===== src/rtl/dagPkg.sv =====
package dagPkg;

  // Register and bus widths of the second DAG
  localparam int WordWidth = 14;
  localparam int BusWidth  = 16;

  // Each bank holds registers 4 to 7
  localparam int NumRegs = 4;

  // Number of sign bits added above a register word on the data-memory bus
  localparam int SignBits = BusWidth - WordWidth;

  // A single DAG register word
  typedef logic [WordWidth-1:0] dagWord_t;

  // A data-memory bus word
  typedef logic [BusWidth-1:0] busWord_t;

  // Register index, 0 selects register 4 and 3 selects register 7
  typedef logic [$clog2(NumRegs)-1:0] regIdx_t;

  // One bit per register 4 to 7, bit 0 is register 4
  typedef logic [NumRegs-1:0] regMask_t;

  // Instruction fields that steer the I/L and M register selection
  typedef struct packed {
    logic       double;
    logic       idJump;
    logic [7:0] ir;
  } instrFields_t;

  // Destinations of a register move from the data-memory bus
  typedef struct packed {
    regMask_t mtI;
    regMask_t mtL;
    regMask_t mtM;
  } moveCmd_t;

  // Readback sources and the bus drive enable
  typedef struct packed {
    regMask_t mfI;
    regMask_t mfL;
    regMask_t mfM;
    logic     mfDag;
  } readCmd_t;

  // Per-register write enables of one bank with the shared write data
  typedef struct packed {
    regMask_t we;
    dagWord_t data;
  } bankWrite_t;

  // Operand handed to the address adder
  typedef struct packed {
    dagWord_t i;
    dagWord_t l;
    dagWord_t m;
  } dagOperand_t;

endpackage


===== src/rtl/dagFieldDecode.sv =====
`timescale 1ns/1ps

module dagFieldDecode
(
  input  logic                 DSPCLK,
  input  logic                 RST,
  input  logic                 goE,
  input  logic                 exEn,
  input  logic                 post2E,
  input  dagPkg::instrFields_t fields,
  input  dagPkg::moveCmd_t     move,
  input  dagPkg::dagWord_t     newI2,
  input  dagPkg::dagWord_t     dmdIn,
  output dagPkg::regIdx_t      ilR,
  output dagPkg::regIdx_t      mR,
  output dagPkg::bankWrite_t   iWrite,
  output dagPkg::bankWrite_t   lWrite,
  output dagPkg::bankWrite_t   mWrite
);

  import dagPkg::*;

  // Execute-stage copy of the I/L field, used by the post-modify write
  regIdx_t ilE;

  // Register fields of the instruction in the read stage.
  // Double and indirect-jump forms take the I/L pair from the upper bits
  always_comb
  begin
    if (fields.double || fields.idJump)
    begin
      ilR = fields.ir[7:6];
    end
    else
    begin
      ilR = fields.ir[3:2];
    end
  end

  // Only the double form moves the M field
  always_comb
  begin
    if (fields.double)
    begin
      mR = fields.ir[5:4];
    end
    else
    begin
      mR = fields.ir[1:0];
    end
  end

  // The field follows the instruction into execute on a pipeline advance
  always_ff @(posedge DSPCLK or posedge RST)
  begin
    if (RST)
    begin
      ilE <= '0;
    end
    else if (goE)
    begin
      ilE <= ilR;
    end
  end

  // I bank takes either a bus move or the modified address from the adder
  always_comb
  begin
    iWrite.data = post2E ? newI2 : dmdIn;
    for (int k = 0; k < NumRegs; k++)
    begin
      iWrite.we[k] = exEn && (move.mtI[k] || (post2E && (ilE == regIdx_t'(k))));
    end
  end

  // L and M banks are written only by moves from the bus
  always_comb
  begin
    lWrite.data = dmdIn;
    mWrite.data = dmdIn;
    for (int k = 0; k < NumRegs; k++)
    begin
      lWrite.we[k] = exEn && move.mtL[k];
      mWrite.we[k] = exEn && move.mtM[k];
    end
  end

endmodule


===== src/rtl/dagRegBank.sv =====
`timescale 1ns/1ps

module dagRegBank
(
  input  logic               DSPCLK,
  input  logic               RST,
  input  dagPkg::bankWrite_t wr,
  input  dagPkg::regIdx_t    rdIdx,
  input  dagPkg::regMask_t   rbMask,
  output dagPkg::dagWord_t   rdData,
  output dagPkg::dagWord_t   rbData
);

  import dagPkg::*;

  // Registers 4 to 7 of this bank
  dagWord_t regs [NumRegs];

  // Write enables are already qualified by the decoder
  always_ff @(posedge DSPCLK or posedge RST)
  begin
    if (RST)
    begin
      for (int k = 0; k < NumRegs; k++)
      begin
        regs[k] <= '0;
      end
    end
    else
    begin
      for (int k = 0; k < NumRegs; k++)
      begin
        if (wr.we[k])
        begin
          regs[k] <= wr.data;
        end
      end
    end
  end

  // Operand read sees a write made in the same cycle
  always_comb
  begin
    if (wr.we[rdIdx])
    begin
      rdData = wr.data;
    end
    else
    begin
      rdData = regs[rdIdx];
    end
  end

  // AND-OR readback, an empty mask reads zero
  always_comb
  begin
    rbData = '0;
    for (int k = 0; k < NumRegs; k++)
    begin
      rbData = rbData | ({WordWidth{rbMask[k]}} & regs[k]);
    end
  end

endmodule


===== src/rtl/dagOperandStage.sv =====
`timescale 1ns/1ps

module dagOperandStage
(
  input  logic                DSPCLK,
  input  logic                RST,
  input  logic                goE,
  input  logic                dag2En,
  input  logic                mfDag,
  input  dagPkg::dagWord_t    iRd,
  input  dagPkg::dagWord_t    lRd,
  input  dagPkg::dagWord_t    mRd,
  input  dagPkg::dagWord_t    iRb,
  input  dagPkg::dagWord_t    lRb,
  input  dagPkg::dagWord_t    mRb,
  output dagPkg::dagOperand_t operand,
  output dagPkg::busWord_t    dmdOut
);

  import dagPkg::*;

  logic     loadEn;
  dagWord_t rbMerged;

  // The operand only moves when the pipeline advances with DAG2 in use
  assign loadEn = goE && dag2En;

  always_ff @(posedge DSPCLK or posedge RST)
  begin
    if (RST)
    begin
      operand <= '0;
    end
    else if (loadEn)
    begin
      operand.i <= iRd;
      operand.l <= lRd;
      operand.m <= mRd;
    end
  end

  // At most one readback source is selected, so OR-ing the banks is enough
  assign rbMerged = iRb | lRb | mRb;

  // The upper bus bits follow the sign of the M register only.
  // I and L readback leaves them low
  always_comb
  begin
    if (mfDag)
    begin
      dmdOut = {{SignBits{mRb[WordWidth-1]}}, rbMerged};
    end
    else
    begin
      dmdOut = '0;
    end
  end

endmodule


===== src/rtl/dagTop.sv =====
`timescale 1ns/1ps

module dagTop
(
  input  logic                 DSPCLK,
  input  logic                 RST,
  input  logic                 goE,
  input  logic                 exEn,
  input  logic                 dag2En,
  input  logic                 post2E,
  input  dagPkg::instrFields_t fields,
  input  dagPkg::moveCmd_t     move,
  input  dagPkg::readCmd_t     readSel,
  input  dagPkg::dagWord_t     newI2,
  input  dagPkg::dagWord_t     dmdIn,
  output dagPkg::dagOperand_t  operand,
  output dagPkg::busWord_t     dmdOut
);

  import dagPkg::*;

  // Read indices for the current instruction
  regIdx_t    ilR;
  regIdx_t    mR;

  // Bank write commands
  bankWrite_t iWrite;
  bankWrite_t lWrite;
  bankWrite_t mWrite;

  // Bypassed operand values and readback values
  dagWord_t   iRd;
  dagWord_t   lRd;
  dagWord_t   mRd;
  dagWord_t   iRb;
  dagWord_t   lRb;
  dagWord_t   mRb;

  dagFieldDecode decode0
  (
    .DSPCLK (DSPCLK),
    .RST    (RST),
    .goE    (goE),
    .exEn   (exEn),
    .post2E (post2E),
    .fields (fields),
    .move   (move),
    .newI2  (newI2),
    .dmdIn  (dmdIn),
    .ilR    (ilR),
    .mR     (mR),
    .iWrite (iWrite),
    .lWrite (lWrite),
    .mWrite (mWrite)
  );

  // I and L share one field, M has its own
  dagRegBank iBank
  (
    .DSPCLK (DSPCLK),
    .RST    (RST),
    .wr     (iWrite),
    .rdIdx  (ilR),
    .rbMask (readSel.mfI),
    .rdData (iRd),
    .rbData (iRb)
  );

  dagRegBank lBank
  (
    .DSPCLK (DSPCLK),
    .RST    (RST),
    .wr     (lWrite),
    .rdIdx  (ilR),
    .rbMask (readSel.mfL),
    .rdData (lRd),
    .rbData (lRb)
  );

  dagRegBank mBank
  (
    .DSPCLK (DSPCLK),
    .RST    (RST),
    .wr     (mWrite),
    .rdIdx  (mR),
    .rbMask (readSel.mfM),
    .rdData (mRd),
    .rbData (mRb)
  );

  dagOperandStage opStage0
  (
    .DSPCLK  (DSPCLK),
    .RST     (RST),
    .goE     (goE),
    .dag2En  (dag2En),
    .mfDag   (readSel.mfDag),
    .iRd     (iRd),
    .lRd     (lRd),
    .mRd     (mRd),
    .iRb     (iRb),
    .lRb     (lRb),
    .mRb     (mRb),
    .operand (operand),
    .dmdOut  (dmdOut)
  );

endmodule


===== config.mk =====
export PLATFORM = sky130hd
export DESIGN_NAME = dagTop
export DESIGN_NICKNAME = d
export VERILOG_FILES = /design/src/rtl/dagPkg.sv /design/src/rtl/dagFieldDecode.sv /design/src/rtl/dagRegBank.sv /design/src/rtl/dagOperandStage.sv /design/src/rtl/dagTop.sv
export SDC_FILE = /design/constraint.sdc
export NUM_CORES = 1
export LEC_CHECK = 0
export BUFFER_PORTS_ARGS = -buffer_cell sky130_fd_sc_hd__buf_2
export CAP_MARGIN = 10
export CORE_MARGIN = 4
export CORE_UTILIZATION = 61
export CTS_BUF_LIST = sky130_fd_sc_hd__clkbuf_8
export DETAILED_ROUTE_END_ITERATION = 10
export PLACE_DENSITY = 0.82
export SYNTH_ARGS = -nofsm -noshare
export SYNTH_HDL_FRONTEND = slang
export SYNTH_SLANG_ARGS = --single-unit

===== constraint.sdc =====
create_clock -name DSPCLK -period 7.7 [get_ports DSPCLK]
set_input_delay 0.385 -clock DSPCLK [delete_from_list [all_inputs] [get_ports DSPCLK]]
set_output_delay 0.385 -clock DSPCLK [all_outputs]
set_load 0.05 [all_outputs]

Yosys cells after proc, flatten, opt, wreduce, memory -nomap -nowiden
Index checks and enable logic that the tools add are counted.

operators by class
  order comparisons = 4
  equal/unequal tests = 3
  mux-type cells = 22
  bitwise logic cells = 25
  reduce and logical (&&, ||, !) cells = 23

operators by type and width
  cell                count
  $and 14x14->14      12
  $or 14x14->14       11
  $mux 14             10
  $bmux 14 s2         3
  $logic_and 1x1->1   17
  $mux 16             1
  $bmux 1 s2          3
  $ge 3x3->1 const B  2
  $lt 2x3->1 const B  2
  $not 2->3           2
  $logic_or 1x1->1    5
  $eq 2x2->1 const B  2
  $mux 2              2
  $mux 1              3
  $eq 2x1->1 const B  1
  $logic_not 2->1     1

storage, ports and cells
  bits in registers = 212
  bits of input ports = 69
  output and inout port bits = 58
  word-level logic and storage cells = 93

Depth between registers and ports, before layout
  depth after elaboration = 7
  gate-level depth with buffers = 8

By module
A second synthesis with hierarchy kept.

unflattened totals
  cells, all modules = 783
  area total of the unflattened synthesis = 11,223.3 µm²

by module, submodules not included
  module           times used  cells an instance  area each (µm²)
  dagRegBank       3           200                2,907.8
  dagOperandStage  1           107                1,870.5
  dagFieldDecode   1           76                 629.4

Least setup slack after synthesis
Ideal clock, no wire load.

  kind = input -> output
  start = input port readSel[3] (netlist bit)
  end = output port dmdOut[15]
  arrival time = 1.984 ns
  data required time = 7.315 ns
  setup slack = 5.331 ns
  stages on the path = 4
  buffers on the path = 2
  cells stage by stage = clkbuf_1 > a22oi_1 > a21oi_1 > buf_4

between the ends
  longest elaborated chain between the ends = 4

ends and longest elaborated chain
  element                      RTL line               source
  start: declaration           dagTop.sv:13           input dagPkg::readCmd_t readSel,
  $and 14x14->14               dagRegBank.sv:60       rbData = rbData | ({WordWidth{rbMask[k]}} & regs[k]);
  $or 14x14->14 (2 in series)  dagRegBank.sv:60
  $mux 16                      dagOperandStage.sv:49  if (mfDag)
  end: declaration             dagTop.sv:17           output dagPkg::busWord_t dmdOut

No other way between the ends.

Worst setup path after layout
  start = input port fields[9] (netlist bit)
  end = register, netlist name opStage0.operand[25]

between the ends
  longest elaborated chain between the ends = 7
  elaborated cells between the ends (all ways) = 9
  classes of those cells = mux (7); bitwise (1); reduce/logical (1)

ends and longest elaborated chain
  element                                      RTL line              source
  start: declaration                           dagTop.sv:11          input dagPkg::instrFields_t fields,
  $logic_or 1x1->1 (*)                         dagFieldDecode.sv:30  if (fields.double || fields.idJump)
  $mux 2 (*)                                   dagFieldDecode.sv:30
  $not 2->3 (implied by the code)              dagRegBank.sv:50      rdData = regs[rdIdx];
  $bmux 14 s2                                  dagRegBank.sv:50
  $mux 14 (implied by the code) (2 in series)  dagRegBank.sv:50
  $mux 14 (*)                                  dagRegBank.sv:44      if (wr.we[rdIdx])

Mark *: on every way between the ends. The rest lies on a longest branch, timed or not. The select of a mux whose other input is x is not followed.
A chain may end at the register's enable or synchronous reset.

==> reports/results.tsv <==
metric	value	unit
status	finished clean	
Setup-failing EPs final	0	
Clock Skews	0.0146	ns
clk slew on worst S/H paths	0.07	ns
Mapped Area	0.0107	mm^2
Synth cell types	45	
Starting DRT DRC Count	1012	
WL per Instance	26.8	um
post_cts resized	0	
post-synthesis sequential area ratio	49.4	%
Comb pwr share	26.5	%
Psw	1160	uW
Critical Path Start	fields[9]	
Synth area leaders	dfrtp_1 49%, mux2_2 12%, mux4_2 8.8%	
vias per inst	7.00	
CP Class	primary input to flip-flop	
FF-to-FF setup slack	5.52	ns
Arr. time, crit path	2.95	ns
post-synth top area cell	dfrtp_1	
CTS tree	done	
FMAX	0.387	GHz
power density cells	279	mW/mm^2
port bufs	126	
Max Slew Vio Count	0	
Multi-input gate area	0.00503	mm^2
Detail Route Antenna Nets	0	
max_cap viols	0	
Root Driver	clkbuf_8	
hold crit path type	primary input to asynchronous set/reset pin	
peak supply drop	0.169	mV
Final Power	3360	uW
Cell Count, Final, Fillers Out	1199	
# diodes	0	
first-pass GRT wire length	49.4	mm
Placed Cells incl. Taps	1141	
Yosys reg bits	212	
routed wire length	32.1	mm
syn avg cell area	12.5	um^2
cells after synthesis	858	
r2r startpoint	decode0.ilE[1]	
initial antenna violation count	1	
Clock power frac	30.1	%
register area	0.00531	mm^2
Int Pwr	2200	uW
grt total ovfl	0	
post-synth top area share	49.4	%
Max-slew headroom	17.5	%
largest net degree at the start of global routing	150	
first-pass iteration count of the detailed router	5	
Fill cells	1262	
# Post-CTS Setup Buffers	0	
Clock Sinks	212	
crit path capture	opStage0.operand[25]	
Critical Path RT	8.07	ns
core area	0.0173	mm^2
worst reg2reg endpoint	opStage0.operand[37]	
total track usage	32.6	%
CP startpoint kind	primary input	
sw frac	34.6	%
synth warn	0	
CTS max path bufs	3	
fin crit period	2.58	ns
Area Overhead vs Synth	12.2	%
TNS Setup	0	ns
Die Wd	141	um
Vert. Die Dim	141	um
CTS Buf Count	34	
H-tree levels	2	
total number of vias	8394	
Syn Nets	927	
io pins	127	
clk_lat worst skew	0.53	ns
Critical Path End Type	flip-flop	
Hold Fails Final Rpt	0	
period utilization	33.6	%
DIE AREA	0.0198	mm^2
slew at the pin with the worst max-slew slack	1.24	ns
GPL Wtd Cong	0.940	
crit path max fanout	30	
Flop pwr share	43.4	%
post-DP HPWL	20.6	mm
vias in the first global route	8486	
# hold bufs at CTS	0	
# nets final	1021	
LEAKAGE	0.00531	uW
layout cell share with drive strength beyond 1	39.2	%
initial cell density of the core	62.1	%
Rows	48	
Worst R2R Path Depth	6	
DRC	0	
RSZ-0062 raised after global routing	no	
## cells in the mapped netlist, drive strengths merged
master	n
a21oi	3
inv	2
or2	2
nor3b	2
dfrtp	212
clkbuf	48
nand2	123
o311ai	14
and2	2
a221oi	41
o211ai	42
and3	1
o21ai	76
a31oi	13
mux2	112
a41oi	1
a22oi	2
mux2i	33
a22o	41
nor3	2
o2111ai	2
and3b	2
o21a	1
buf	30
mux4	42
a311oi	2
nor2	3
o211a	2
or3b	2
## power groups by stage
stage / sequential, uW / combinational, uW / clock (uW)
2_1_floorplan: 1600 / 496 / 0
3_3_place_gp: 1460 / 858 / 0
3_5_place_dp: 1470 / 878 / 0
4_1_cts: 1450 / 883 / 1020
5_1_grt: 1480 / 946 / 1070
6_report: 1460 / 891 / 1010
## layout by cell type (no fill, tap or decap), types with 10 or more instances in the layout
cell and count:
dfrtp_1 212, a221oi_1 41, a22o_1 41, clkbuf_8 46, buf_4 10, o311ai_2 10
o211ai_1 32, mux2_2 112, buf_2 126, mux2i_1 30, o21ai_1 17, o211ai_2 10
nand2_1 119, o21ai_0 56, mux4_2 42, a31oi_1 13
## how the worst min path moves through the flow
| stage | startpoint | to | depth (start not counted) |
|---|---|---|---|
| floorplan | iBank.regs[21] | iBank.regs[21] | 2 |
| global placement | opStage0.operand[4] | opStage0.operand[4] | 2 |
| detailed placement | opStage0.operand[19] | opStage0.operand[19] | 2 |
| CTS | goE | decode0.ilE[1] | 2 |
| global route | goE | decode0.ilE[1] | 2 |
| finish | RST | iBank.regs[30] | 2 |
## worst max-delay path, stage by stage
cell	delay [ns]
buf_2	0.18
o21ai_1	0.27
nand2_2	0.61
a311oi_4	0.48
buf_4	0.25
or2_1	0.57
o211ai_1	0.19
## per-layer routing
layer	routed length, um	global-route usage, %	up-vias
met5	13	0	-
met4	1430	12.7	2
met3	4140	9.63	145
met2	14400	49.8	621
met1	12100	44.5	4154
li1	-	-	3472
## cells by family (layout without fill, tap and decap cells)
group	count (synthesis)	count (layout)	synth area share, %
compound gates	240	240	17.4
flops	212	212	49.4
mux	187	187	23.9
simple gates	139	139	5.47
buf+inv	80	196	3.83
## stage by stage
stage	cell area (um^2)	worst slack, ns	util (%)	hold WS (ns)
floorplan	10700	1.52	-	0.467
global placement	11300	4.70	65.6	0.468
detailed placement	11300	4.65	65.6	0.469
CTS	12100	5.18	69.7	0.108
global route	12100	4.99	69.7	0.139
finish	12100	5.12	69.7	0.0803
## area by class of cell
cell class	count	share of cell area [%]
Sequential cell	212	44.0
Inverter	2	0.125
Clock inverter	12	0.644
Tap cell	225	2.34
Timing Repair Buffer	136	5.85
Multi-Input combinational cell	566	41.8
Clock buffer	46	5.25
## registers in the layout, summed over array words and instances (netlist names)
signal	cells
iBank.regs	56
lBank.regs	56
mBank.regs	56
opStage0.operand	42
decode0.ilE	2
No activity file was read; power rests on OpenSTA's default activity.
